<file path="config.mk">
export PLATFORM = sky130hd
export DESIGN_NAME = pixel_formatter_flat
export DESIGN_NICKNAME = d
export VERILOG_FILES = /design/src/design/camera_pkg.sv /design/src/design/pixel_if.sv /design/src/design/pixel_formatter.sv /design/src/flat_wrapper.sv
export VERILOG_INCLUDE_DIRS = /design/src /design/src/design
export SDC_FILE = /design/constraint.sdc
export NUM_CORES = 1
export LEC_CHECK = 0
export BUFFER_PORTS_ARGS = -buffer_cell sky130_fd_sc_hd__buf_2
export CAP_MARGIN = 15
export CORE_MARGIN = 8
export CORE_UTILIZATION = 45
export DETAILED_ROUTE_END_ITERATION = 8
export GPL_TIMING_DRIVEN = 0
export PLACE_DENSITY_LB_ADDON = 0.25
export SLEW_MARGIN = 20
export SYNTH_ARGS = -nofsm -noshare
export SYNTH_HDL_FRONTEND = slang
export SYNTH_SLANG_ARGS = --single-unit
</file>
<file path="constraint.sdc">
create_clock -name ccd_pixel_clk -period 41.5 [get_ports ccd_pixel_clk]
set_clock_uncertainty 0.1 [all_clocks]
set_input_delay 8.3 -clock ccd_pixel_clk [delete_from_list [all_inputs] [get_ports ccd_pixel_clk]]
set_output_delay 8.3 -clock ccd_pixel_clk [all_outputs]
set_load 0.05 [all_outputs]
</file>
<file path="src/design/camera_config.svh">
// ==========================================================
// Camera pipeline defaults
// ==========================================================
`ifndef CAMERA_CONFIG_SVH
`define CAMERA_CONFIG_SVH

// Raw Bayer sample width from the sensor
`define CAM_SAMPLE_W 12

// Maximum raw samples per line held in the line buffer
`define CAM_LINE_W 1280

// Frame rate window length in pixel clocks
// 25 MHz pixel clock gives a one second window
`define CAM_RATE_WINDOW 25000000

`endif

</file>
<file path="src/design/camera_pkg.sv">
// ==========================================================
// Camera pipeline types
// ==========================================================
`include "camera_config.svh"

package camera_pkg;

  // One raw sensor sample, also one full-depth colour channel
  typedef logic [`CAM_SAMPLE_W-1:0] sample_t;

  // Column or row index of a raw sample
  typedef logic [11:0] coord_t;

  // Reduced colour channel or hue value
  typedef logic [7:0] chan8_t;

  // Packed output word, RGB555 or hue
  typedef logic [15:0] pixel_word_t;

  typedef enum logic [1:0] {
    idle,
    wait_frame,
    capturing
  } capture_state_e;

  typedef enum logic {
    fmt_hue,
    fmt_rgb555
  } out_fmt_e;

  // Channel holding the maximum, gray when all channels equal
  typedef enum logic [1:0] {
    sector_red,
    sector_green,
    sector_blue,
    sector_gray
  } hue_sector_e;

endpackage

</file>
<file path="src/design/pixel_if.sv">


// Demosaiced RGB pixels, full sample depth per channel
interface rgb_if;
  import camera_pkg::*;
  logic    valid;
  sample_t red;
  sample_t green;
  sample_t blue;
  modport src (output valid, red, green, blue);
  modport dst (input valid, red, green, blue);
endinterface

</file>
<file path="src/design/pixel_formatter.sv">
// ==========================================================
// Hue pipeline and output packing
// ==========================================================
`timescale 1ns/1ns

module pixel_formatter (
  input  logic                    ccd_pixel_clk,
  input  logic                    hps_fpga_reset_n,
  rgb_if.dst                      rgb,
  input  camera_pkg::out_fmt_e    fmt,
  output camera_pkg::pixel_word_t pixel_word,
  output logic                    pixel_valid
);
  import camera_pkg::*;

  // Top 8 bits of each channel
  chan8_t r_in;
  chan8_t g_in;
  chan8_t b_in;
  chan8_t max_c;
  chan8_t min_c;
  hue_sector_e sector_c;

  // Stage 1 registers
  logic        s1_valid;
  chan8_t      s1_r;
  chan8_t      s1_g;
  chan8_t      s1_b;
  chan8_t      s1_range;
  hue_sector_e s1_sector;

  // Stage 2 registers
  logic   s2_valid;
  chan8_t s2_r;
  chan8_t s2_g;
  chan8_t s2_b;
  chan8_t s2_hue;

  logic signed [8:0]  diff;
  logic signed [15:0] prod;
  logic signed [15:0] denom;
  logic signed [15:0] quot;
  chan8_t base;
  chan8_t hue_c;

  assign r_in = rgb.red[$bits(sample_t)-1 -: 8];
  assign g_in = rgb.green[$bits(sample_t)-1 -: 8];
  assign b_in = rgb.blue[$bits(sample_t)-1 -: 8];

  // ==========================================================
  // Stage 1, max, min and sector
  // ==========================================================
  always_comb begin
    // Red wins ties, then green
    if (r_in >= g_in && r_in >= b_in) begin
      max_c    = r_in;
      sector_c = sector_red;
    end else if (g_in >= b_in) begin
      max_c    = g_in;
      sector_c = sector_green;
    end else begin
      max_c    = b_in;
      sector_c = sector_blue;
    end
    min_c = (r_in <= g_in) ? r_in : g_in;
    if (b_in < min_c) begin
      min_c = b_in;
    end
    if (max_c == min_c) begin
      sector_c = sector_gray;
    end
  end

  // ==========================================================
  // Stage 2, hue from sector base and scaled difference
  // ==========================================================
  always_comb begin
    case (s1_sector)
      sector_red: begin
        diff = $signed({1'b0, s1_g}) - $signed({1'b0, s1_b});
        base = 8'd0;
      end
      sector_green: begin
        diff = $signed({1'b0, s1_b}) - $signed({1'b0, s1_r});
        base = 8'd85;
      end
      sector_blue: begin
        diff = $signed({1'b0, s1_r}) - $signed({1'b0, s1_g});
        base = 8'd171;
      end
      default: begin
        diff = '0;
        base = 8'd0;
      end
    endcase
    prod  = diff * 16'sd43;
    // Gray has zero range, keep the divisor nonzero
    denom = (s1_range == 8'd0) ? 16'sd1 : $signed({8'd0, s1_range});
    // Signed divide truncates toward zero
    quot  = prod / denom;
    hue_c = (s1_sector == sector_gray) ? 8'd0 : base + quot[7:0];
  end

  always_ff @(posedge ccd_pixel_clk) begin
    s1_r      <= r_in;
    s1_g      <= g_in;
    s1_b      <= b_in;
    s1_range  <= max_c - min_c;
    s1_sector <= sector_c;
    s2_r      <= s1_r;
    s2_g      <= s1_g;
    s2_b      <= s1_b;
    s2_hue    <= hue_c;
    // Stage 3, format select on the final word
    if (fmt == fmt_rgb555) begin
      pixel_word <= {1'b0, s2_r[7:3], s2_g[7:3], s2_b[7:3]};
    end else begin
      pixel_word <= {8'h00, s2_hue};
    end
    if (!hps_fpga_reset_n) begin
      s1_valid    <= 1'b0;
      s2_valid    <= 1'b0;
      pixel_valid <= 1'b0;
    end else begin
      s1_valid    <= rgb.valid;
      s2_valid    <= s1_valid;
      pixel_valid <= s2_valid;
    end
  end

endmodule

</file>
<file path="src/flat_wrapper.sv">
// flat-port wrapper written by rule: the top's interface ports become plain ports
module pixel_formatter_flat import camera_pkg::*;
  (ccd_pixel_clk, hps_fpga_reset_n, fmt, pixel_word, pixel_valid, rgb_valid, rgb_red, rgb_green, rgb_blue);
  rgb_if rgb_i ();
  input  logic ccd_pixel_clk;
  input  logic hps_fpga_reset_n;
  input  camera_pkg::out_fmt_e fmt;
  output camera_pkg::pixel_word_t pixel_word;
  output logic pixel_valid;
  input wire logic [$bits(rgb_i.valid)-1:0] rgb_valid;
  input wire logic [$bits(rgb_i.red)-1:0] rgb_red;
  input wire logic [$bits(rgb_i.green)-1:0] rgb_green;
  input wire logic [$bits(rgb_i.blue)-1:0] rgb_blue;
  assign rgb_i.valid = rgb_valid;
  assign rgb_i.red = rgb_red;
  assign rgb_i.green = rgb_green;
  assign rgb_i.blue = rgb_blue;
  pixel_formatter u_core (.ccd_pixel_clk(ccd_pixel_clk), .hps_fpga_reset_n(hps_fpga_reset_n), .rgb(rgb_i), .fmt(fmt), .pixel_word(pixel_word), .pixel_valid(pixel_valid));
endmodule
</file>
==> key figures <==
Timing
  – Hold WS: 281 ps
  – Peak Freq: 25.5 MHz
  – Final hold viol count: 0
  – Max-slew headroom: 44.0%
  – Fin crit share: 94.5%
  – Final Max Tran Viols: 0
  – Setup violators final: 0
  – Worst slew pin tran: 835 ps
  – Crit path time final: 39,220 ps

Synth
  – Number of flops mapped to enable cells by yosys: 0
  – Count leader, synth: ha_1
  – Leading area contributor after synthesis: ha_1
  – Post-synth top cells: 215 x ha_1, 120 x nor2_1, 112 x inv_1, 104 x nand2_1, 86 x a21oi_1
  – Synthesized instance count: 1,546
  – Synth area leaders: ha_1 22%, dfxtp_1 12%, o21a_1 3.9%, xnor2_1 3.9%, nor2_1 3.7%
  – Synth warnings: 0
  – Post-Syn Nets: 1,820
  – Seq cells post-synth: 75
  – Mapped cell area: 12,300 um^2
  – Synth cell types: 103
  – Dominant register cell in the synthesized netlist: dfxtp_1
  – Post-synthesis async set-or-reset flop share: 0%
  – Top-area cell type share of the netlist area: 22.0%
  – Register area share after synthesis: 12.3%
  – Syn avg cell area: 7.93 um^2

Floorplanning
  – Initial Util: 45.6%
  – Site Rows: 60
  – Core area: 26,900 um^2
  – Die area: 32,800 um^2
  – I/O pins: 57
  – Chip Height: 181 um
  – Overall die width: 181 um

Clock tree
  – Clock buffer depth: 2
  – CTS root buf: clkbuf_16
  – Sink Count: 75
  – CTS buffer count: 9
  – Clock transition at path regs: 50 ps
  – CTS tree: done
  – Clk Latency, worst-skew pair: 340 ps
  – H-tree depth: 3
  – Post-CTS Hold Buffers: 0

Finish
  – Final nets: 1,910
  – Area growth syn-to-layout: 13.6%
  – Core Util, Final: 51.8%
  – # diodes: 0
  – Share of layout cells above drive strength 1: 15.5%

Routing
  – Drc violations: 0
  – Via count: 11,809
  – Initial DRC Count: 584
  – WL/cell: 16.9 um
  – Antenna Violating Nets Remaining: 0
  – Pre-antenna DRT Iters: 5
  – Vias per inst: 5.96
  – Final wirelength: 33,600 um

Worst setup path
  – Setup crit start kind: register
  – Kind of critical path: register to register
  – Critical Path End Type: register
  – Critical Path Max Stage Delay: 540 ps
  – Critical path arrival: 39,350 ps
  – Worst path required time: 41,630 ps
  – Most frequent CP cell: o21a_1
  – Crit-path slowest cell: fa_1
  – Crit path max fanout: 10

Min path
  – Hold Crit Class: register to register

GRT
  – Initial antenna violation count: 0
  – GRT Overall Usage: 19.7%
  – Vias in the first global route: 11,214
  – Total grt overflow: 0
  – Maximum number of pins on one net before global-route repair: 16
  – Global-route wire length before repair: 54,700 um

Flow run
  – Max Cap Viol: 0

Placed design
  – DP HPWL: 26,700 um
  – Global placement routability congestion: 0.919
  – Port Buf Inserts: 42

Status
  – Status: finished, final reports clean
==> cell type report <==
cell class                      instances  area (um^2)
Fill cell                            2586        13000
Inverter                              113          424
Tap cell                              341          427
Sequential cell                        75         1500
Multi-Input combinational cell       1330        10600
Clock inverter                          4         47.5
Timing Repair Buffer                   80          495
Clock buffer                           12          267
Buffer                                 27          140
==> metal layers <==
metal | global-route usage (%) | vias to the layer above | part of all wire [%]
li1 | - | 5893 | -
met2 | 34.5 | 283 | 48
met4 | 5.02 | 0 | 2.1
met3 | 2.13 | 41 | 3.8
met1 | 25.4 | 5592 | 46
met5 | 0 | - | 0
==> metrics by stage <==
stage	TNS (ps)	setup slack (ps)	cell area [um^2]	instances
final	0	2280	13900	1982
after CTS	0	110	13400	1951
after detailed placement	-25490	-4120	12900	1929
after global routing	-254	-254	13900	1982
after global placement	-21190	-3570	12900	1929
after floorplan	0	2890	12300	1546
==> logic make-up after synthesis <==
group | synth area share [%]
DFF | 12.3
AOI/OAI and AO/OA | 25.9
adders and majority gates | 25.1
buffers and inverters | 4.39
muxes | 4.66
and+or+nand+nor | 22.1
other | 0.0306
xor gates and xnor gates | 5.62
==> sequential cells by signal (all words and copies together), names as in the netlist <==
name	flops
u_core.s1_r	8
u_core.s2_g	5
u_core.pixel_word	15
u_core.s1_valid	1
u_core.pixel_valid	1
u_core.s2_hue	8
u_core.s1_b	8
u_core.s2_valid	1
u_core.s1_sector	2
u_core.s2_b	5
u_core.s2_r	5
u_core.s1_g	8
u_core.s1_range	8
==> worst paths after layout <==
path / cells after the start / startpoint / end / slack [ps]
worst max-delay path: 193 / u_core.s1_b[5] / u_core.s2_hue[7] / 2280
worst min-delay path: 0 / u_core.s1_b[3] / u_core.s2_b[3] / 280
worst max register to register: 193 / u_core.s1_b[5] / u_core.s2_hue[7] / 2280
worst min register to register: 0 / u_core.s1_b[3] / u_core.s2_b[3] / 280
==> cell usage in the layout, fill, tap and decap left out, types with 22 or more instances in the layout <==
cell      synthesis  layout
dfxtp_1          75      73
o21ai_0          73      68
inv_1           112     112
buf_2             4      46
nor3_1           70      69
o31ai_1          36      33
a21o_1           36      35
mux2_2           28      28
nor2b_1          34      34
a21oi_1          86      77
nand2b_1         38      38
buf_4             1      40
nand2_1         104     104
ha_1            215     215
nor2_1          120     114
xnor2_1          54      53
nand3_1          22      22
o21a_1           64      62
==> what timing repair did <==
item,in CTS,in global routing
resized for setup,33,85
setup buffers,7,31
pin swaps,5,19
setup endpoints to repair,8,8
==> worst max-delay path, delay by kind of cell, from the launching register on <==
family | cells | cell delay [ps]
mux | 7 | 2110
buf+inv | 12 | 1700
compound gates | 104 | 19690
xor+xnor | 3 | 470
simple gates | 43 | 6960
fa+ha+maj | 24 | 7620
flops | 1 | 380
Power is not shown: default switching activity piles up to over one toggle a cycle in this logic, so the estimate is an artifact.
