[src/design/camera_config.svh]
// ==========================================================
// Camera pipeline defaults
// ==========================================================
`ifndef CAMERA_CONFIG_SVH
`define CAMERA_CONFIG_SVH

// Raw Bayer sample width from the sensor
`define CAM_SAMPLE_W 12

// Maximum raw samples per line held in the line buffer
`define CAM_LINE_W 1280

// Frame rate window length in pixel clocks
// 25 MHz pixel clock gives a one second window
`define CAM_RATE_WINDOW 25000000

`endif

[src/design/frame_rate_meter.sv]
// ==========================================================
// Frame rate meter and display
// ==========================================================
`timescale 1ns/1ns
`include "camera_config.svh"

module frame_rate_meter #(
  parameter int rate_window = `CAM_RATE_WINDOW
) (
  input  logic       ccd_pixel_clk,
  input  logic       hps_fpga_reset_n,
  input  logic       frame_done,
  output logic [6:0] hex0,
  output logic [6:0] hex1,
  output logic [6:0] hex2,
  output logic [6:0] hex3,
  output logic [6:0] hex4,
  output logic [6:0] hex5,
  output logic       window_led
);

  localparam int win_w = $clog2(rate_window + 1);

  logic [win_w-1:0] win_cnt;
  logic [23:0]      frame_cnt;
  logic [23:0]      rate;
  logic             win_end;

  assign win_end = (win_cnt == win_w'(rate_window - 1));

  // Active-low segments, g down to a
  function automatic logic [6:0] seg7(input logic [3:0] nib);
    case (nib)
      4'h0: seg7 = 7'b1000000;
      4'h1: seg7 = 7'b1111001;
      4'h2: seg7 = 7'b0100100;
      4'h3: seg7 = 7'b0110000;
      4'h4: seg7 = 7'b0011001;
      4'h5: seg7 = 7'b0010010;
      4'h6: seg7 = 7'b0000010;
      4'h7: seg7 = 7'b1111000;
      4'h8: seg7 = 7'b0000000;
      4'h9: seg7 = 7'b0010000;
      4'ha: seg7 = 7'b0001000;
      4'hb: seg7 = 7'b0000011;
      4'hc: seg7 = 7'b1000110;
      4'hd: seg7 = 7'b0100001;
      4'he: seg7 = 7'b0000110;
      default: seg7 = 7'b0001110;
    endcase
  endfunction

  // ==========================================================
  // Window counter and rate latch
  // ==========================================================
  always_ff @(posedge ccd_pixel_clk) begin
    if (!hps_fpga_reset_n) begin
      win_cnt    <= '0;
      frame_cnt  <= '0;
      rate       <= '0;
      window_led <= 1'b0;
    end else if (win_end) begin
      // Pulse in the last cycle still belongs to this window
      rate       <= frame_cnt + 24'(frame_done);
      frame_cnt  <= '0;
      win_cnt    <= '0;
      window_led <= ~window_led;
    end else begin
      frame_cnt <= frame_cnt + 24'(frame_done);
      win_cnt   <= win_cnt + 1'b1;
    end
  end

  // Digits, hex0 least significant
  assign hex0 = seg7(rate[3:0]);
  assign hex1 = seg7(rate[7:4]);
  assign hex2 = seg7(rate[11:8]);
  assign hex3 = seg7(rate[15:12]);
  assign hex4 = seg7(rate[19:16]);
  assign hex5 = seg7(rate[23:20]);

endmodule

[config.mk]
export PLATFORM = sky130hd
export DESIGN_NAME = frame_rate_meter
export DESIGN_NICKNAME = d
export VERILOG_FILES = /design/src/design/frame_rate_meter.sv
export VERILOG_INCLUDE_DIRS = /design/src /design/src/design
export SDC_FILE = /design/constraint.sdc
export NUM_CORES = 1
export LEC_CHECK = 0
export BUFFER_PORTS_ARGS = -buffer_cell sky130_fd_sc_hd__buf_2
export CORE_MARGIN = 4
export CORE_UTILIZATION = 40
export CTS_CLUSTER_SIZE = 16
export DETAILED_ROUTE_END_ITERATION = 8
export SETUP_SLACK_MARGIN = 0.1
export SYNTH_ARGS = -nofsm -noshare
export SYNTH_HDL_FRONTEND = slang
export SYNTH_SLANG_ARGS = --single-unit
export TNS_END_PERCENT = 50
[constraint.sdc]
create_clock -name ccd_pixel_clk -period 3.3 [get_ports ccd_pixel_clk]
set_input_delay 0.495 -clock ccd_pixel_clk [delete_from_list [all_inputs] [get_ports ccd_pixel_clk]]
set_output_delay 0.495 -clock ccd_pixel_clk [all_outputs]
set_load 0.02 [all_outputs]
==> flow_summary.ini, run 1 <==
[worst_setup_path]
path_class = register to register
cp.arrival_ns = 3.26
crit_slowest_cell = and4_2
cp_max_fo = 12
reg2reg_depth = 8
cp-start-kind = register
path_cells = nor4bb_1, and4_2, buf_4, nand3_1, a21oi_1, inv_1, ha_1, mux4_2
reg2reg_slack_ns = 0.32
rr_endpoint = hex0[3]$_DFF_P_
r2r-start = win_cnt[18]$_SDFF_PP0_
endpoint_kind = register
slowest_delay_ns = 0.48
worst_ep_required_time_ns = 3.58

[route]
wire_per_inst_um = 14.34
highest_layer = met4
drt_iter0_markers = 287
firstDrtPassIters = 4
wl_met1_mm = 5.536
viasPerCell = 5.260
drt-total-wl_mm = 12.05
ant_nets = 0
routed-wl-met3_um = 454
via_count = 4418
drc = 0
met2WireLength_mm = 5.764

[place]
globalplace.congestion = 0.9312
io_buffers = 45
hpwl_mm = 8.579
post-place-ws_ns = 0.04612

[final_layout]
final_layout_size_suffix_gt1_frac = 0.1852
final_common_cell = dfxtp_1
final_cell_mix = dfxtp_1, nor2_1, buf_2
nets = 689
synthToLayoutAreaGrowth_pct = 20.16
diodes = 0

[clocking]
hold_buffers = 0
ctsLongestPathBuffers = 2
cts_made_buffers = 17
postCtsResizedCells = 0
clk_pin_slew_ns = 0.05
cts.sinks = 116
cts_root_buffer = clkbuf_16
cts_setup_buffers = 0
cts_tree = built
clk_latency_ns = 0.41
htree_levels = 4

[flow_run]
max_cap_violations = 0

[floorplan]
coreArea_um2 = 13450
rows = 42
die_w_um = 126.0
dieArea_um2 = 15870
start_util = 0.4138
pin_count = 46
fp.dieH_um = 126.0

[global_routing]
grt_overflow_total = 0
grt_pass1_wl_mm = 20.59
grt_max_degree = 43
grt_usage = 0.1579
grt_antenna_before_repair = 0
grt_pass1_vias = 4309

[synth]
syn-cell-area_um2 = 5567
syn_avg_cell_area_um2 = 9.499
synth_async_sr_flop_share = 0
syn_inst = 586
ys.warnings.count = 0
ys_types = 61
synth_edf_count = 0
synth-seq-cells = 116
synth-main-ff-cell = dfxtp_1
seq_area_frac_synth = 0.4172
synthesis.nets = 624

[timing]
fin_crit_sh = 0.9039
final_max_slew_viol_count = 0
max_slew_margin = 0.5762
worst_slew_pin_slew_ns = 0.6329
max_freq_mhz = 335.2
skew_ns = 0.009331
hold_viol = 0
rsz0062_at_grt = no
setup_ws_ns = 0.3170
final-setup-viol-count = 0
tns_ns = 0
period_needed_ns = 2.983

[hold_path]
min_path_cells = 1
min_path_type = register to register
hp-start = win_cnt[0]$_SDFF_PP0_
hold_path_end = win_cnt[0]$_SDFF_PP0_

[power]
worst_ir_drop_vdd_v = 0.0003499
power.leakage_nw = 2.768
cellPowerDensity_nw_per_um2 = 482.2

[outcome]
status = finished, final reports clean
[synth_stat cells, types with 3 or more instances]
cell	instances	area share
o2bb2ai_1	7	0.011
nand3_1	28	0.025
inv_1	29	0.020
nor4_1	6	0.0067
a32o_1	3	0.0054
o211ai_1	5	0.0067
o211a_1	5	0.0090
nor3_1	15	0.013
dfxtp_1	116	0.42
nand2b_1	3	0.0034
o22ai_1	14	0.016
nand2_1	23	0.016
clkinv_1	4	0.0027
o21ai_0	11	0.0099
o21a_1	4	0.0054
buf_2	12	0.011
a21oi_1	16	0.014
mux2i_1	30	0.054
and4_1	6	0.0094
clkbuf_1	14	0.0094
xor2_1	19	0.030
a211oi_1	13	0.018
or3_1	9	0.010
o311a_1	6	0.011
a21o_1	11	0.015
and3_1	11	0.012
ha_1	35	0.079
nor2_1	55	0.037
xnor2_1	21	0.033
nand4_1	12	0.013
[layer usage]
layer  up-vias  track usage
met3        22      0.04191
met2        79       0.2613
met5         -            0
met4         0      0.07129
li1       2241            -
met1      2076       0.1925
[worst max-delay path by stage]
| stage | startpoint | to | slack, ns | cells after the start |
|---|---|---|---|---|
| finish | win_cnt[18]$_SDFF_PP0_ | hex0[3]$_DFF_P_ | 0.32 | 8 |
| global route | frame_cnt[0]$_SDFF_PP0_ | hex5[1]$_DFF_P_ | 0.15 | 10 |
| CTS | win_cnt[18]$_SDFF_PP0_ | hex0[3]$_DFF_P_ | 0.23 | 8 |
| detailed placement | frame_done | hex5[0]$_DFF_P_ | 0.05 | 10 |
| global placement | frame_done | hex5[0]$_DFF_P_ | 0.09 | 10 |
| floorplan | frame_done | hex3[0]$_DFF_P_ | 0.15 | 10 |
[final cells by class]
type | count | area, um2
well taps | 176 | 220.2
clock buffers | 21 | 470.5
repair buffers | 76 | 457.9
clock inverters | 11 | 107.6
inverters | 35 | 131.4
flip-flops and latches | 116 | 2322
multi-input cells | 405 | 2979
fillers | 1285 | 6764
[through the flow]
step                        util  instances  total power [W]  instance area, um2  hold slack (ns)
after CTS                 0.4971        840         0.003267                6688           0.4774
after global routing      0.4972        840         0.003341                6689           0.4996
after floorplan                -        586         0.001464                5578           0.4378
final                     0.4972        840         0.003226                6689           0.4765
after detailed placement  0.4541        808         0.001478                6110           0.4634
after global placement    0.4541        808         0.001477                6110           0.4572
[cell families (layout without fill, tap and decap cells)]
family,Yosys count,count (layout),synth area share
flops,116,116,0.4172
mux,35,35,0.06810
compound gates,110,110,0.1510
simple gates,185,185,0.1722
fa+ha+maj,35,35,0.07867
xor+xnor,40,40,0.06294
buf+inv,65,143,0.04990
[critical path: cells and delay by family (launching register included)]
family | cells | cell delay (ns)
muxes | 1 | 0.48
DFF | 1 | 0.40
and+or+nand+nor | 3 | 1.06
adders and majority gates | 1 | 0.25
buffers and inverters | 2 | 0.33
AOI/OAI and AO/OA | 1 | 0.33
[report_power, final]
part | switching, W | total (W) | internal (W)
logic | 0.0000254 | 0.0000360 | 0.0000106
registers | 0.00000416 | 0.00141 | 0.00141
clock network | 0.000621 | 0.00178 | 0.00116
[state kept, by name, indices dropped and copies added, names as in the netlist]
register and cells:
hex3 7, rate 24, win_cnt 25, hex1 7, hex0 7, hex2 7, frame_cnt 24, hex5 7
window_led 1, hex4 7
Power figures use the tool's default switching activity.
==> inputs of run 2 (changes only) <==
--- a/config.mk
+++ b/config.mk
@@ -9,9 +9,11 @@
 export BUFFER_PORTS_ARGS = -buffer_cell sky130_fd_sc_hd__buf_2
 export CORE_MARGIN = 4
 export CORE_UTILIZATION = 40
+export CTS_BUF_LIST = sky130_fd_sc_hd__clkbuf_2
 export CTS_CLUSTER_SIZE = 16
 export DETAILED_ROUTE_END_ITERATION = 8
 export SETUP_SLACK_MARGIN = 0.1
+export SLEW_MARGIN = 15
 export SYNTH_ARGS = -nofsm -noshare
 export SYNTH_HDL_FRONTEND = slang
 export SYNTH_SLANG_ARGS = --single-unit
==> run 2 against run 1 <==
Wire length decreased by 1.0%; total power decreased by 29%; critical path type unchanged; highest routed layer unchanged; maximum frequency decreased by 1.4%.
==> flow_summary.ini, run 2 (synthesis gave the netlist of run 1 again) <==
[outcome]
status = finished, final reports clean

[worst_setup_path]
slowest_delay_ns = 0.49
rr_endpoint = hex0[3]$_DFF_P_
path_delay_family = simple AND/OR/NAND/NOR gates
r2r-start = win_cnt[18]$_SDFF_PP0_
reg2reg_depth = 8
cp-start-kind = register
endpoint_kind = register
path_class = register to register
path_cells = nor4bb_1, and4_2, buf_4, nand3_1, a21oi_1, inv_1, ha_1, mux4_2
crit_buf_inv = 2
reg2reg_slack_ns = 0.28
crit_slowest_cell = and4_2
worst_ep_required_time_ns = 3.86
cp_max_fo = 12
cp.arrival_ns = 3.58

[hold_path]
min_path_type = primary input to register
hp-start = frame_done
hold_path_end = frame_cnt[0]$_SDFF_PP0_
min_path_cells = 3

[final_layout]
fin_cells = 840
top_regs = win_cnt: 25 flops, frame_cnt: 24 flops, rate: 24 flops
synthToLayoutAreaGrowth_pct = 13.53
largest_register = win_cnt
fillCellCount = 1336
nets = 689
diodes = 0
final_layout_size_suffix_gt1_frac = 0.1822
final_common_cell = dfxtp_1
largest_reg_flops = 25
final_util = 0.4698
final_cell_mix = dfxtp_1, nor2_1, buf_2

[route]
wire_per_inst_um = 14.19
routed-wl-met3_um = 421
viasPerCell = 5.244
ant_nets = 0
wl_met1_mm = 5.551
drt-total-wl_mm = 11.92
via_count = 4405
drc = 0
highest_layer = met4
drt_iter0_markers = 313
met2WireLength_mm = 5.705
firstDrtPassIters = 7

[floorplan]
die_w_um = 126.0
coreArea_um2 = 13450
fp.dieH_um = 126.0
rows = 42
dieArea_um2 = 15870
pin_count = 46
start_util = 0.4138

[power]
finalPower_w = 0.002298
combPwrFrac = 0.016
clkPwrFrac = 0.370
sequentialPowerShare = 0.614
switching_share = 0.2389
p_switching_w = 0.0005489
worst_ir_drop_vdd_v = 0.0001818
cellPowerDensity_nw_per_um2 = 363.6
power.leakage_nw = 2.615
p_int_w = 0.001749

[clocking]
clk_latency_ns = 0.68
cts_tree = built
cts_root_buffer = clkbuf_2
clk_pin_slew_ns = 0.15
hold_buffers = 0
cts_made_buffers = 17
cts.sinks = 116
ctsLongestPathBuffers = 2
htree_levels = 4

[global_routing]
grt_max_degree = 43
grt_pass1_vias = 4254
grt_antenna_before_repair = 0
grt_overflow_total = 0
grt_usage = 0.1550
grt_pass1_wl_mm = 20.24

[timing]
setup_ws_ns = 0.2761
final-setup-viol-count = 0
max_freq_mhz = 330.7
period_needed_ns = 3.024
rsz0062_at_grt = no
worst_slew_pin_slew_ns = 0.6228
fin_crit_sh = 0.9163
hold_viol = 0
max_slew_margin = 0.5830
final_max_slew_viol_count = 0
tns_ns = 0
skew_ns = 0.03111

[place]
post-place-ws_ns = 0.04612
io_buffers = 45
hpwl_mm = 8.579
dp.cells = 808
globalplace.congestion = 0.9312

[flow_run]
max_cap_violations = 0
-- run 2: routing by layer --
layer,track usage,vias up
li1,-,2241
met1,0.1898,2074
met2,0.2557,68
met3,0.04149,22
met4,0.06940,0
met5,0,-
-- run 2: area by class of cell --
cell class                      instances  area (um2)  share of cell area
Multi-Input combinational cell        405        2979              0.4714
Sequential cell                       116        2322              0.3675
Timing Repair Buffer                   76       457.9             0.07246
Tap cell                              176       220.2             0.03484
Inverter                               35       131.4             0.02079
Clock inverter                         14       118.9             0.01881
Clock buffer                           18       90.09             0.01425
-- run 2: repair_timing --
item	in CTS	in global routing
resized for setup	0	1
setup buffers	0	0
setup endpoints to repair	0	2
-- run 2: tightest hold or removal path, stage by stage --
cell and delay, ns:
buf_2 0.08, ha_1 0.18, and3_1 0.15
-- run 2: metrics by stage --
stage	area (um2)	hold slack, ns
floorplan	5578	0.4378
global placement	6110	0.4572
detailed placement	6110	0.4634
CTS	6319	0.2078
global route	6320	0.2005
finish	6320	0.2646
-- run 2: worst max path at each step --
| stage | from | endpoint | slack, ns | cells past startpoint |
|---|---|---|---|---|
| floorplan | frame_done | hex3[0]$_DFF_P_ | 0.15 | 10 |
| global placement | frame_done | hex5[0]$_DFF_P_ | 0.09 | 10 |
| detailed placement | frame_done | hex5[0]$_DFF_P_ | 0.05 | 10 |
| CTS | win_cnt[18]$_SDFF_PP0_ | hex0[3]$_DFF_P_ | 0.22 | 8 |
| global route | win_cnt[0]$_SDFF_PP0_ | hex2[6]$_DFF_P_ | 0.14 | 10 |
| finish | win_cnt[18]$_SDFF_PP0_ | hex0[3]$_DFF_P_ | 0.28 | 8 |
-- run 2: power groups by stage --
stage	Combinational, W	Clock [W]	Sequential [W]
finish	0.0000359	0.000851	0.00141
global placement	0.0000362	0	0.00144
global route	0.0000407	0.000950	0.00141
detailed placement	0.0000368	0	0.00144
floorplan	0.0000240	0	0.00144
CTS	0.0000370	0.000888	0.00141
==> inputs of run 3 (changes only) <==
--- a/config.mk
+++ b/config.mk
@@ -10,8 +10,8 @@
 export CORE_MARGIN = 4
 export CORE_UTILIZATION = 40
 export CTS_BUF_LIST = sky130_fd_sc_hd__clkbuf_2
-export CTS_CLUSTER_SIZE = 16
 export DETAILED_ROUTE_END_ITERATION = 8
+export RECOVER_POWER = 25
 export SETUP_SLACK_MARGIN = 0.1
 export SLEW_MARGIN = 15
 export SYNTH_ARGS = -nofsm -noshare
==> run 3 against run 2 <==
Worst setup slack better by 0.0013 ns; non-clock buffer count unchanged; worst hold slack better by 0.0031 ns; via count about the same; sequential power about the same; critical endpoint unchanged; sequential share of layout area up 0.29 points.
==> flow_summary.ini, run 3 (synthesis gave the netlist of run 1 again) <==
[flow_run]
max_cap_violations = 0

[timing]
tns_ns = 0
period_needed_ns = 3.023
hold_viol = 0
fin_crit_sh = 0.9159
final_max_slew_viol_count = 0
max_freq_mhz = 330.8
worst_slew_pin_slew_ns = 0.6189
setup_ws_ns = 0.2774
hold_ws_ns = 0.2677
max_slew_margin = 0.5856
rsz0062_at_grt = no
skew_ns = 0.03143
final-setup-viol-count = 0

[worst_setup_path]
cp_max_fo = 12
endpoint_kind = register
worst_ep_required_time_ns = 3.86
slowest_delay_ns = 0.49
path_cells = nor4bb_1, and4_2, buf_4, nand3_1, a21oi_1, inv_1, ha_1, mux4_2
crit_slowest_cell = and4_2
cp.arrival_ns = 3.58
cp-start-kind = register
path_class = register to register
reg2reg_depth = 8

[global_routing]
grt_pass1_wl_mm = 20.24
grt_pass1_vias = 4254
grt_usage = 0.1550
grt_antenna_before_repair = 0
grt_max_degree = 43
grt_overflow_total = 0

[route]
highest_layer = met4
viasPerCell = 5.246
via_count = 4407
drt-total-wl_mm = 11.92
drc = 0
wire_per_inst_um = 14.19
wl_met1_mm = 5.584
drt_iter0_markers = 317
firstDrtPassIters = 4
routed-wl-met3_um = 405
ant_nets = 0
met2WireLength_mm = 5.688

[floorplan]
fp.dieH_um = 126.0
dieArea_um2 = 15870
start_util = 0.4138
pin_count = 46
rows = 42
coreArea_um2 = 13450
die_w_um = 126.0

[clocking]
cts.sinks = 116
clk_pin_slew_ns = 0.15
clk_latency_ns = 0.68
cts_setup_buffers = 0
cts_made_buffers = 17
ctsLongestPathBuffers = 2
cts_root_buffer = clkbuf_2
htree_levels = 4
cts_tree = built

[final_layout]
final_common_cell = dfxtp_1
fin_cells = 840
largest_register = win_cnt
multi_input_comb_area_um2 = 2979
diodes = 0
nets = 689
regArea_um2 = 2322
final_cell_mix = dfxtp_1, nor2_1, clkbuf_1
postLayoutCellArea_um2 = 6271
top_regs = win_cnt: 25 flops, frame_cnt: 24 flops, rate: 24 flops
fillCellCount = 1355
final_layout_size_suffix_gt1_frac = 0.1235
largest_reg_flops = 25
synthToLayoutAreaGrowth_pct = 12.65

[place]
dp.cells = 808
globalplace.congestion = 0.9312
post-place-ws_ns = 0.04612
dpl_cell_area_um2 = 6110
hpwl_mm = 8.579
io_buffers = 45

[power]
power.leakage_nw = 2.463
cellPowerDensity_nw_per_um2 = 366.5
worst_ir_drop_vdd_v = 0.0001829

[hold_path]
min_path_type = primary input to register
min_path_cells = 3

[outcome]
status = finished, final reports clean
==> run 3: changes by cell type in the layout (fill, tap and decap cells not counted) <==
cell	previous run	this run
clkbuf_1	0	39
buf_2	45	6
==> run 3: power breakdown <==
group / internal [W] / switching [W] / total (W)
clock: 0.000331 / 0.000520 / 0.000851
sequential: 0.00141 / 0.00000416 / 0.00141
combinational: 0.0000106 / 0.0000254 / 0.0000360
total: 0.00175 / 0.000549 / 0.00230
==> run 3: layout make-up <==
| type | count | area share |
|---|---|---|
| tap | 176 | 0.03512 |
| clock buffer | 18 | 0.01437 |
| multi-input combinational | 405 | 0.4751 |
| inverter | 35 | 0.02095 |
| sequential | 116 | 0.3703 |
| clock inverter | 14 | 0.01895 |
| timing repair buffer | 76 | 0.06524 |
==> run 3: final timing paths <==
path                               start                       to  slack (ns)
setup / recovery  win_cnt[18]$_SDFF_PP0_          hex0[3]$_DFF_P_        0.28
hold / removal                frame_done  frame_cnt[0]$_SDFF_PP0_        0.27
setup reg to reg  win_cnt[18]$_SDFF_PP0_          hex0[3]$_DFF_P_        0.28
hold reg to reg    win_cnt[0]$_SDFF_PP0_    win_cnt[0]$_SDFF_PP0_        0.50
==> run 3: per-stage QoR <==
| stage | util | total power [W] |
|---|---|---|
| 2_1_floorplan | - | 0.001464 |
| 3_3_place_gp | 0.4541 | 0.001477 |
| 3_5_place_dp | 0.4541 | 0.001478 |
| 4_1_cts | 0.4697 | 0.002337 |
| 5_1_grt | 0.4661 | 0.002405 |
| 6_report | 0.4661 | 0.002298 |
==> run 3: per-layer routing <==
metal | global-route usage | vias up
met4 | 0.06940 | 0
met1 | 0.1898 | 2074
met3 | 0.04149 | 22
met2 | 0.2557 | 71
li1 | - | 2240
met5 | 0 | -
==> run 3: critical path: cells and delay by family (launching register included) <==
family                     cells  cell delay (ns)
muxes                          1             0.48
AOI/OAI and AO/OA              1             0.33
and+or+nand+nor                3             1.09
buffers and inverters          2             0.33
DFF                            1             0.44
adders and majority gates      1             0.25
==> run 3: repair_timing <==
item	4_1_cts	5_1_grt
hold buffers	0	0
gates resized for setup	0	1
endpoints found under the setup margin	0	2
