`src/design/camera_config.svh`:
```
// ==========================================================
// Camera pipeline defaults
// ==========================================================
`ifndef CAMERA_CONFIG_SVH
`define CAMERA_CONFIG_SVH

// Raw Bayer sample width from the sensor
`define CAM_SAMPLE_W 12

// Maximum raw samples per line held in the line buffer
`define CAM_LINE_W 1280

// Frame rate window length in pixel clocks
// 25 MHz pixel clock gives a one second window
`define CAM_RATE_WINDOW 25000000

`endif

```
`src/design/camera_pkg.sv`:
```
// ==========================================================
// Camera pipeline types
// ==========================================================
`include "camera_config.svh"

package camera_pkg;

  // One raw sensor sample, also one full-depth colour channel
  typedef logic [`CAM_SAMPLE_W-1:0] sample_t;

  // Column or row index of a raw sample
  typedef logic [11:0] coord_t;

  // Reduced colour channel or hue value
  typedef logic [7:0] chan8_t;

  // Packed output word, RGB555 or hue
  typedef logic [15:0] pixel_word_t;

  typedef enum logic [1:0] {
    idle,
    wait_frame,
    capturing
  } capture_state_e;

  typedef enum logic {
    fmt_hue,
    fmt_rgb555
  } out_fmt_e;

  // Channel holding the maximum, gray when all channels equal
  typedef enum logic [1:0] {
    sector_red,
    sector_green,
    sector_blue,
    sector_gray
  } hue_sector_e;

endpackage

```
`src/design/pixel_if.sv`:
```
// ==========================================================
// Pixel stream interfaces
// ==========================================================
`timescale 1ns/1ns

// Raw Bayer samples with their coordinates
interface bayer_if;
  import camera_pkg::*;
  logic    valid;
  sample_t sample;
  coord_t  col;
  coord_t  row;
  modport src (output valid, sample, col, row);
  modport dst (input valid, sample, col, row);
endinterface


```
`src/design/frame_capture.sv`:
```
// ==========================================================
// Camera frame capture
// ==========================================================
`timescale 1ns/1ns

module frame_capture (
  input  logic               ccd_pixel_clk,
  input  logic               hps_fpga_reset_n,
  input  camera_pkg::sample_t ccd_data,
  input  logic               ccd_fval,
  input  logic               ccd_lval,
  input  logic               capture_start,
  bayer_if.src               bayer,
  output logic               frame_done
);
  import camera_pkg::*;

  // Pin register stage
  sample_t data_q;
  logic    fval_q;
  logic    lval_q;
  logic    fval_d;

  // Accept stage
  sample_t acc_data;
  logic    acc_valid;
  logic    acc_lval;
  logic    acc_start;
  logic    acc_end;

  // Output stage counters
  coord_t col_cnt;
  coord_t row_cnt;
  logic   line_seen;

  capture_state_e state;
  logic fval_rise;
  logic fval_fall;
  logic go;
  logic accept;

  assign fval_rise = fval_q & ~fval_d;
  assign fval_fall = ~fval_q & fval_d;
  // Only a fresh frame start opens capture, running frames are skipped
  assign go        = capture_start & fval_rise & (state != capturing);
  assign accept    = fval_q & lval_q & ((state == capturing) | go);

  // ==========================================================
  // Pin registers and capture FSM
  // ==========================================================
  always_ff @(posedge ccd_pixel_clk) begin
    data_q <= ccd_data;
    if (!hps_fpga_reset_n) begin
      fval_q <= 1'b0;
      lval_q <= 1'b0;
      fval_d <= 1'b0;
      state  <= idle;
    end else begin
      fval_q <= ccd_fval;
      lval_q <= ccd_lval;
      fval_d <= fval_q;
      case (state)
        idle, wait_frame: begin
          if (go) begin
            state <= capturing;
          end else begin
            state <= capture_start ? wait_frame : idle;
          end
        end
        capturing: begin
          // Frame end, rearm only while start is still held
          if (fval_fall) begin
            state <= capture_start ? wait_frame : idle;
          end
        end
        default: state <= idle;
      endcase
    end
  end

  // ==========================================================
  // Accept stage
  // ==========================================================
  always_ff @(posedge ccd_pixel_clk) begin
    acc_data <= data_q;
    if (!hps_fpga_reset_n) begin
      acc_valid <= 1'b0;
      acc_lval  <= 1'b0;
      acc_start <= 1'b0;
      acc_end   <= 1'b0;
    end else begin
      acc_valid <= accept;
      acc_lval  <= lval_q;
      acc_start <= go;
      acc_end   <= (state == capturing) & fval_fall;
    end
  end

  // ==========================================================
  // Coordinates and outputs
  // ==========================================================
  always_ff @(posedge ccd_pixel_clk) begin
    bayer.sample <= acc_data;
    bayer.col    <= col_cnt;
    bayer.row    <= row_cnt;
    if (!hps_fpga_reset_n) begin
      bayer.valid <= 1'b0;
      frame_done  <= 1'b0;
      col_cnt     <= '0;
      row_cnt     <= '0;
      line_seen   <= 1'b0;
    end else begin
      bayer.valid <= acc_valid;
      frame_done  <= acc_end;
      if (acc_valid) begin
        col_cnt   <= col_cnt + 1'b1;
        line_seen <= 1'b1;
      end else if (!acc_lval) begin
        // Line blanking, next line starts at column zero
        col_cnt   <= '0;
        line_seen <= 1'b0;
        if (line_seen) begin
          row_cnt <= row_cnt + 1'b1;
        end
      end
      // New frame restarts row numbering
      if (acc_start) begin
        row_cnt   <= '0;
        line_seen <= 1'b0;
      end
    end
  end

endmodule

```
`src/flat_wrapper.sv`:
```
// flat-port wrapper written by rule: the top's interface ports become plain ports
module frame_capture_flat import camera_pkg::*;
  (ccd_pixel_clk, hps_fpga_reset_n, ccd_data, ccd_fval, ccd_lval, capture_start, frame_done, bayer_valid, bayer_sample, bayer_col, bayer_row);
  bayer_if bayer_i ();
  input  logic ccd_pixel_clk;
  input  logic hps_fpga_reset_n;
  input  camera_pkg::sample_t ccd_data;
  input  logic ccd_fval;
  input  logic ccd_lval;
  input  logic capture_start;
  output logic frame_done;
  output wire logic [$bits(bayer_i.valid)-1:0] bayer_valid;
  output wire logic [$bits(bayer_i.sample)-1:0] bayer_sample;
  output wire logic [$bits(bayer_i.col)-1:0] bayer_col;
  output wire logic [$bits(bayer_i.row)-1:0] bayer_row;
  assign bayer_valid = bayer_i.valid;
  assign bayer_sample = bayer_i.sample;
  assign bayer_col = bayer_i.col;
  assign bayer_row = bayer_i.row;
  frame_capture u_core (.ccd_pixel_clk(ccd_pixel_clk), .hps_fpga_reset_n(hps_fpga_reset_n), .ccd_data(ccd_data), .ccd_fval(ccd_fval), .ccd_lval(ccd_lval), .capture_start(capture_start), .bayer(bayer_i), .frame_done(frame_done));
endmodule
```
`config.mk`:
```
export PLATFORM = sky130hd
export DESIGN_NAME = frame_capture_flat
export DESIGN_NICKNAME = d
export VERILOG_FILES = /design/src/design/camera_pkg.sv /design/src/design/pixel_if.sv /design/src/design/frame_capture.sv /design/src/flat_wrapper.sv
export VERILOG_INCLUDE_DIRS = /design/src /design/src/design
export SDC_FILE = /design/constraint.sdc
export NUM_CORES = 1
export LEC_CHECK = 0
export CAP_MARGIN = 20
export CORE_AREA = 2 2 76 78
export CTS_CLUSTER_DIAMETER = 120
export DETAILED_ROUTE_END_ITERATION = 8
export DIE_AREA = 0 0 78 80
export DONT_BUFFER_PORTS = 1
export GPL_ROUTABILITY_DRIVEN = 0
export PLACE_DENSITY = 0.74
export SETUP_SLACK_MARGIN = 0.3
export SYNTH_ARGS = -nofsm -noshare
export SYNTH_HDL_FRONTEND = slang
export SYNTH_SLANG_ARGS = --single-unit
```
`constraint.sdc`:
```
create_clock -name ccd_pixel_clk -period 1.7 [get_ports ccd_pixel_clk]
set_clock_uncertainty 0.2 [all_clocks]
set_input_delay 0.255 -clock ccd_pixel_clk [delete_from_list [all_inputs] [get_ports ccd_pixel_clk]]
set_output_delay 0.255 -clock ccd_pixel_clk [all_outputs]
set_load 0.005 [all_outputs]
```
==> impl_results.md, run 1 <==
* Final setup TNS at 0 ns
* Post-synth top cells: dfxtp_1, nand2_1, a21oi_1
* Die width at 78 µm
* Seq/Total Area, Yosys at 68.4%
* WS Path Type: reg -> reg
* ANT cells at 0
* Iter 0 DRT Violations at 57
* Cell with the most instances after synthesis: dfxtp_1
* Drt via density at 5.19
* Post-synth top area share at 68.4%
* Syn Nets at 258
* Setup Slack @ Placement at 0.00373 ns
* Vias in the first global route at 1684
* Critical Path, Cell by Cell: or3b_4 -> or4_1 -> a21oi_1
* Slew Limit Fails at 0
* Chip height at 80 µm
* Post-synth EDFFs at 0
* Synth Instances at 239
* Num CTS Buffers at 9
* Layout Nets at 307
* Fmax at 0.598 GHz
* Worst-Skew Late Latency at 0.35 ns
* Worst EP required at 1.78 ns
* Vias at 1895
* Sink Count at 96
* Arrival time at the worst endpoint at 1.75 ns
* Register bit count reported by yosys at 96
* WP buf/inv at 0
* Syn_area_per_cell at 11.8 µm²
* Worst vdd ir at 0.872 mV
* Delay-heaviest family, CP: simple AND/OR/NAND/NOR gates
* Clock buffer depth at 2
* DIE AREA at 6240 µm²
* Clock transition at path regs at 0.09 ns
* Clk root buf: clkbuf_8
* Num ports at 55
* Final setup vio count at 0
* First-pass GRT wire length at 7.67 mm
* CTS tree: done
* Cell Pwr Density at 1030 nW/µm²
* Yosys warnings at 0
* Max-cap violation count at 0
* Crit Path Max Fanout at 7
* H-tree levels at 3
* Critical Path Max Stage Delay at 0.47 ns
* DRT Pass-1 Iters at 4
* Critical path capture point type: flip-flop
* Static Leak at 1.38 nW
* DRC at 0
* Largest net degree at the start of global routing at 21
* GRT Residual Overflow at 0
* Fill count at 384
* Hold Path Class: in -> reg
* Mapped Area at 2810 µm²
* Setup WS post-layout at 0.0284 ns
* Ys flop type: dfxtp_1
* Post-synth ARST share at 0%
* Tot GR Track Use at 16.0%
* Final min period at 1.67 ns
* Antenna violations before repair at 0
* Status: complete, no violations
* Yosys cell types at 40
* Wire length per cell at 13.6 µm
* Worst Tran Pin Value at 0.635 ns
* Syn-to-layout area delta at 31.3%
* FP Rows at 27
* Relative slew margins at 57.7%
* Final design utilization at 68.2%
* CP max stage cell: or4_1
* Period utilization at 98.3%
* Port buffer count at 0
* CP Launch Type: flip-flop
* Placed wire-length estimate at 2.87 mm
* Final wirelength at 4.97 mm
* Core Area at 5410 µm²
* RSZ-0062 raised after global routing: true
* Cell taking the most area after synthesis: dfxtp_1
* Hold Vio Cnt, Final at 0
* Initial Util at 52.0%
* Post-route ant nets at 0
* Synth area leaders: dfxtp_1, a21oi_1, nand2_1
* Layout cell share with drive strength beyond 1 at 27.6%
[power by group]
part	switching, mW	internal [mW]
clock	0.811	0.605
sequential	0.0189	2.29
combinational	0.0408	0.0488
[path summary, 6_finish.rpt]
| kind | from | to | slack [ns] | cells past startpoint |
|---|---|---|---|---|
| max | u_core.acc_valid | u_core.row_cnt[5] | 0.03 | 3 |
| min | hps_fpga_reset_n | u_core.row_cnt[4] | 0.04 | 2 |
| max reg2reg | u_core.acc_valid | u_core.row_cnt[5] | 0.03 | 3 |
| min reg2reg | u_core.acc_data[8] | u_core.bayer.sample[8] | 0.13 | 0 |
[routing by layer]
metal | global-route usage, % | vias up | part of all wire, %
met1 | 18.8 | 900 | 45
met3 | 6.00 | 8 | 4.1
met2 | 26.2 | 45 | 49
met5 | 0 | - | 0
met4 | 7.02 | 0 | 1.4
li1 | - | 942 | -
[sequential cells by signal, indices dropped and copies added, names as in the netlist]
| signal | count |
|---|---|
| u_core.acc_valid | 1 |
| u_core.bayer.valid | 1 |
| u_core.fval_d | 1 |
| u_core.acc_start | 1 |
| u_core.col_cnt | 12 |
| u_core.line_seen | 1 |
| u_core.state | 2 |
| u_core.bayer.col | 12 |
| u_core.row_cnt | 12 |
| u_core.acc_end | 1 |
| u_core.bayer.sample | 12 |
| u_core.bayer.row | 12 |
| u_core.data_q | 12 |
| u_core.acc_lval | 1 |
| u_core.acc_data | 12 |
| u_core.lval_q | 1 |
| u_core.frame_done | 1 |
| u_core.fval_q | 1 |
[stage by stage]
step	hold slack [ns]	area, µm²	cells	total power [mW]
6_report	0.0441	3690	365	3.82
5_1_grt	0.0498	3690	365	3.97
4_1_cts	0.0306	3440	350	3.85
3_3_place_gp	0.0828	2980	312	2.41
3_5_place_dp	0.0827	2980	312	2.41
2_1_floorplan	0.0827	2870	239	2.40
[repair_timing]
item                                    in CTS  in global routing
endpoints found under the setup margin      19                 27
endpoints found under the hold margin       31                  0
setup buffers                                6                 14
gates resized for setup                     15                 27
cloned                                       0                  1
pin swaps                                    7                  9
hold buffers                                16                  0
[cell usage in the layout, fill, tap and decap left out, types with 5 or more instances in the layout]
cell,Yosys,routed
dfxtp_4,0,6
buf_4,0,24
mux2i_1,6,6
and2_1,7,6
nor2_1,5,5
nand4_1,6,6
nand3_1,9,8
a21oi_1,13,11
dlygate4sd3_1,0,15
clkbuf_8,0,10
nand2b_1,9,9
dfxtp_2,0,6
inv_1,6,6
dfxtp_1,96,84
nand2_1,17,15
[cells by family after synthesis]
| logic type | synth area share, % |
|---|---|
| AOI/OAI and AO/OA | 6.19 |
| xor gates and xnor gates | 1.56 |
| adders and majority gates | 0.890 |
| buffers and inverters | 2.18 |
| DFF | 68.4 |
| muxes | 2.54 |
| and+or+nand+nor | 18.3 |
[area by class of cell]
class | instances | area [µm²] | area share, %
clock buffer | 10 | 138 | 3.73
tap | 72 | 90.1 | 2.44
sequential | 96 | 1950 | 52.9
clock inverter | 6 | 60.1 | 1.63
inverter | 6 | 22.5 | 0.611
timing repair buffer | 46 | 437 | 11.8
multi-input combinational | 129 | 990 | 26.8
Power figures use the tool's default switching activity.
==> inputs of run 2 (changes only) <==
CELL_PAD_IN_SITES_DETAIL_PLACEMENT = 1   (was default)
CELL_PAD_IN_SITES_GLOBAL_PLACEMENT = 2   (was default)
CORE_AREA = 2 2 93 95   (was 2 2 76 78)
DIE_AREA = 0 0 95 97   (was 0 0 78 80)
GPL_TIMING_DRIVEN = 0   (was default)
==> run 2 against run 1 <==
  * Global-route usage decreased by 2.0 points
  * The flow now finishes with violations (negative setup slack)
  * Non-clock buffer count increased by 5
  * Sequential power about the same
  * Highest routed layer unchanged
  * Routed wire length increased by 29%
==> impl_results.md, run 2 (synthesized netlist as in run 1, its figures left out) <==
* Status: finished with violations
* Failing checks: negative setup slack
* Hold Startpoint: hps_fpga_reset_n
* DRT Pass-1 Iters at 4
* WP buf/inv at 2
* Critical Path Max Stage Delay at 0.47 ns
* Final min period at 1.82 ns
* Hold Vio Cnt, Final at 0
* Fmax at 0.549 GHz
* Layout Cells excl Fill at 403
* GRT Residual Overflow at 0
* Clock transition at path regs at 0.10 ns
* Final setup vio count at 5
* CP max stage cell: or4_4
* Vias at 1909
* Num CTS Buffers at 9
* Wire length per cell at 15.9 µm
* Endpoint, Worst Hold: u_core.row_cnt[4]
* Num ports at 55
* Final wirelength at 6.40 mm
* CP Launch Type: flip-flop
* Setup WS post-layout at -0.123 ns
* Final setup TNS at -0.429 ns
* Antenna violations before repair at 0
* Layout cell share with drive strength beyond 1 at 29.5%
* Arrival time at the worst endpoint at 1.92 ns
* Largest net degree at the start of global routing at 19
* Iter 0 DRT Violations at 13
* Most used cell along the critical path: buf_6
* WS Path Type: reg -> reg
* Sink Count at 96
* Initial Util at 34.5%
* Vias in the first global route at 1951
* Post-route ant nets at 0
* Crit Path Max Fanout at 5
* Relative slew margins at 59.4%
* Critical Path, Cell by Cell: buf_6 -> or3b_4 -> buf_6 -> or4_4 -> a21oi_2
* Layout Nets at 312
* Die width at 95 µm
* Worst Tran Pin Value at 0.610 ns
* Syn-to-layout area delta at 36.3%
* Worst-Skew Late Latency at 0.36 ns
* Static Leak at 1.46 nW
* Slew Limit Fails at 0
* Most common cell after layout, fill and taps aside: dfxtp_1
* ANT cells at 0
* Placed wire-length estimate at 3.72 mm
* Cells on worst reg2reg path at 5
* Critical path capture point type: flip-flop
* Tot GR Track Use at 13.9%
* Post-placement cell count at 344
* CTS tree: done
* Hold_ws at 0.0509 ns
* Core Area at 8130 µm²
* DRC at 0
* Setup Slack @ Placement at -0.138 ns
* Max-cap violation count at 0
* Clk root buf: clkbuf_8
* Drt via density at 4.74
* Worst EP required at 1.80 ns
* WHS Path Cells at 2
* DIE AREA at 9220 µm²
* Fill count at 855
* Power Total at 3.81 mW
* Launching point of the worst reg2reg path: u_core.acc_valid
* Delay-heaviest family, CP: simple AND/OR/NAND/NOR gates
* Worst vdd ir at 0.494 mV
* Clock buffer depth at 2
* RSZ-0062 raised after global routing: true
* Port buffer count at 0
* Reg-to-reg endpoint: u_core.row_cnt[7]
* First-pass GRT wire length at 9.85 mm
* Commonest cells after routing, fill and taps aside: dfxtp_1, buf_4, nand2_1, dlygate4sd3_1, buf_6
* Hold Path Class: in -> reg
* Period utilization at 107%
* Cell Pwr Density at 996 nW/µm²
* FF-to-FF setup slack at -0.12 ns
* Chip height at 97 µm
* FP Rows at 33
* H-tree levels at 3
-- run 2: repair_timing --
action / CTS / global route
hold buffers: 15 / 0
endpoints found under the hold margin: 18 / 0
pin swaps: 10 / 22
gates cloned: 2 / 1
buffers inserted: 9 / 16
endpoints found under the setup margin: 27 / 23
gates resized for setup: 32 / 26
-- run 2: layer usage --
layer / share of wire (%) / vias up / global-route usage (%) / routed length, µm
met3: 5.5 / 9 / 5.37 / 349
li1: - / 945 / - / -
met5: 0 / - / 0 / 0
met4: 1.4 / 0 / 4.68 / 90
met2: 50 / 52 / 21.7 / 3210
met1: 43 / 903 / 17.6 / 2750
-- run 2: power breakdown --
part           switching [mW]  leakage, nW  internal, mW  total, mW
clock network           0.840       0.0916         0.564       1.40
registers              0.0222        0.795          2.29       2.31
logic                  0.0457        0.574        0.0498     0.0955
-- run 2: worst reg2reg max path, cell delays in order (launching register included) --
cell	delay, ns
dfxtp_2	0.33
buf_6	0.11
or3b_4	0.37
buf_6	0.14
or4_4	0.47
a21oi_2	0.14
-- run 2: how the worst max path moves through the flow --
stage	from	slack, ns	endpoint	cells past startpoint
floorplan	u_core.acc_valid	-0.03	u_core.row_cnt[5]	5
global placement	hps_fpga_reset_n	-0.10	u_core.col_cnt[4]	4
detailed placement	hps_fpga_reset_n	-0.14	u_core.acc_end	4
CTS	u_core.acc_valid	-0.14	u_core.row_cnt[5]	5
global route	u_core.acc_valid	-0.17	u_core.row_cnt[5]	6
finish	u_core.acc_valid	-0.12	u_core.row_cnt[7]	5
-- run 2: area by class of cell --
type                       instances  area [µm²]  share of cell area [%]
inverter                           6        22.5                   0.588
sequential                        96        1950                    50.9
clock buffer                       9         124                    3.23
clock inverter                     7        62.6                    1.63
buffer                             8        90.1                    2.35
tap                              105         131                    3.43
multi-input combinational        129        1050                    27.4
timing repair buffer              43         402                    10.5
-- run 2: through the flow --
step	cell area (µm²)	util, %
2_1_floorplan	2870	-
3_3_place_gp	3000	36.8
3_5_place_dp	3000	36.8
4_1_cts	3570	43.9
5_1_grt	3830	47.1
6_report	3830	47.1
==> inputs of run 3 (changes only) <==
CORE_AREA = 2 2 87 89   (was 2 2 93 95)
DIE_AREA = 0 0 89 91   (was 0 0 95 97)
PLACE_DENSITY = 0.8   (was 0.74)
SETUP_SLACK_MARGIN = default   (was 0.3)
clock period = 2.2 ns   (was 1.7 ns; I/O delays follow)
==> run 3 against run 2 <==
  * The run now ends clean
  * Worst setup slack improved by 0.43 ns
  * Non-clock buffer count fell by 28
  * Clock-buffer cell count did not move
  * Utilization fell by 0.99 points
  * Flip-flop and latch count did not move
  * Combinational power fell by 37%
  * Largest power group unchanged
  * Cell area fell by 14%
  * Maximum frequency fell by 3.6%
  * Routed wire length fell by 20%
  * Power fell by 22%
  * Global-route usage fell by 0.28 points
  * Critical path depth did not move
==> impl_results.md, run 3 (synthesized netlist as in run 1, its figures left out) <==
* Layout cell share with drive strength beyond 1 at 7.41%
* Critical Path Max Stage Delay at 0.51 ns
* Static Leak at 1.18 nW
* GRT Residual Overflow at 0
* Hold_ws at 0.0732 ns
* Final setup TNS at 0 ns
* Chip height at 91 µm
* Crit Path Max Fanout at 9
* Status: complete, no violations
* WP buf/inv at 2
* Hold Vio Cnt, Final at 0
* Sink Count at 96
* Initial Util at 39.4%
* Iter 0 DRT Violations at 34
* Delay-heaviest family, CP: simple AND/OR/NAND/NOR gates
* CP max stage cell: or4_1
* Port buffer count at 0
* Fill count at 780
* Final setup vio count at 0
* Sw Share at 24.3%
* Seq pwr share at 59.9%
* Max-cap violation count at 0
* Post-route ant nets at 0
* Reg-to-reg endpoint: u_core.row_cnt[7]
* Clock buffer depth at 2
* Vias at 1763
* GRT met1 Usage at 17.5%
* Hold Startpoint: capture_start
* M3 GR Usage at 3.91%
* CP Launch Type: flip-flop
* Critical path capture point type: flip-flop
* Worst-Skew Late Latency at 0.36 ns
* Launching point of the worst reg2reg path: u_core.acc_valid
* Power Total at 2.99 mW
* Final min period at 1.89 ns
* Met2 usage at 20.5%
* CTS tree: done
* WS Path Type: reg -> reg
* Worst vdd ir at 0.312 mV
* Fmax at 0.529 GHz
* Period utilization at 86.0%
* RSZ-0062 raised after global routing: false
* Antenna violations before repair at 0
* Worst Tran Pin Value at 0.502 ns
* FF-to-FF setup slack at 0.31 ns
* Post CTS Setup Buffer Count at 0
* Cells on worst reg2reg path at 5
* First-pass GRT wire length at 8.39 mm
* Placed wire-length estimate at 3.40 mm
* ANT cells at 0
* Num ports at 55
* Arrival time at the worst endpoint at 1.99 ns
* DIE AREA at 8100 µm²
* DRT Pass-1 Iters at 4
* Num CTS Buffers at 9
* P_int at 2.27 mW
* Vias in the first global route at 1730
* Worst EP required at 2.30 ns
* Hold Path Class: in -> reg
* DRC at 0
* Largest net degree at the start of global routing at 21
* Slew Limit Fails at 0
* Logic gate share of total power at 2.0%
* Clock transition at path regs at 0.10 ns
* Most common cell after layout, fill and taps aside: dfxtp_1
* Die width at 89 µm
* GRT busiest layer: met2
* Endpoint, Worst Hold: u_core.state[1]
* Final wirelength at 5.11 mm
* Commonest cells after routing, fill and taps aside: dfxtp_1, nand2_1, dlygate4sd3_1, a21oi_1
* Layout Nets at 284
* Core Area at 7140 µm²
* WHS Path Cells at 3
* Tot GR Track Use at 13.7%
* H-tree levels at 3
* Relative slew margins at 66.5%
* Drt via density at 4.78
* Clock power share at 38.1%
* Net Switching at 0.729 mW
* Clk root buf: clkbuf_8
* Cell Pwr Density at 910 nW/µm²
* Wire length per cell at 13.8 µm
* Critical Path, Cell by Cell: buf_6 -> or3b_1 -> buf_2 -> or4_1 -> a21oi_1
* FP Rows at 31
* Syn-to-layout area delta at 17.1%
==> run 3: stage by stage <==
stage	instance area, µm²	util [%]	cells	setup WS (ns)
global route	3290	46.1	369	0.205
floorplan	2810	-	239	0.404
CTS	3290	46.1	369	0.296
global placement	2930	41.1	338	0.341
finish	3290	46.1	369	0.309
detailed placement	2930	41.1	338	0.317
==> run 3: power groups by stage <==
stage	combinational [mW]	clock [mW]	sequential [mW]
after global placement	0.0386	0	1.83
after global routing	0.0678	1.24	1.80
final	0.0599	1.14	1.79
after detailed placement	0.0397	0	1.84
after floorplan	0.0292	0	1.83
after CTS	0.0614	1.18	1.80
==> run 3: area by class of cell <==
cell class                      count  area [µm²]  share of cell area (%)
Buffer                              8        38.8                    1.18
Tap cell                           99         124                    3.77
Clock buffer                        9         124                    3.77
Multi-Input combinational cell    129         827                    25.1
Clock inverter                      7        81.3                    2.47
Sequential cell                    96        1920                    58.4
Timing Repair Buffer               15         150                    4.56
Inverter                            6        22.5                   0.685
==> run 3: timing repair <==
action	CTS	global route
endpoints found under the hold margin	17	0
gates resized for setup	0	0
hold buffers	15	0
endpoints found under the setup margin	0	0
==> run 3: routing by layer <==
layer  up-vias  part of all wire [%]
li1        887                     -
met1       823                    48
met2        43                    45
met3        10                   5.0
met4         0                   2.2
met5         -                     0
==> run 3: worst max path at each step <==
stage / from / to / slack, ns / cells after the start
6_report: u_core.acc_valid / u_core.row_cnt[7] / 0.31 / 5
5_1_grt: u_core.col_cnt[2] / u_core.col_cnt[5] / 0.20 / 3
3_5_place_dp: u_core.acc_valid / u_core.row_cnt[7] / 0.32 / 5
2_1_floorplan: u_core.acc_valid / u_core.row_cnt[7] / 0.40 / 5
4_1_cts: u_core.acc_valid / u_core.row_cnt[7] / 0.30 / 5
3_3_place_gp: hps_fpga_reset_n / u_core.acc_end / 0.34 / 4
==> run 3: worst reg2reg max path, delay by kind of cell (launching register included) <==
| family | cells | cell delay [ns] |
|---|---|---|
| AO/OA/AOI/OAI | 1 | 0.14 |
| flip-flops | 1 | 0.32 |
| buffers and inverters | 2 | 0.31 |
| AND/OR/NAND/NOR | 2 | 0.86 |
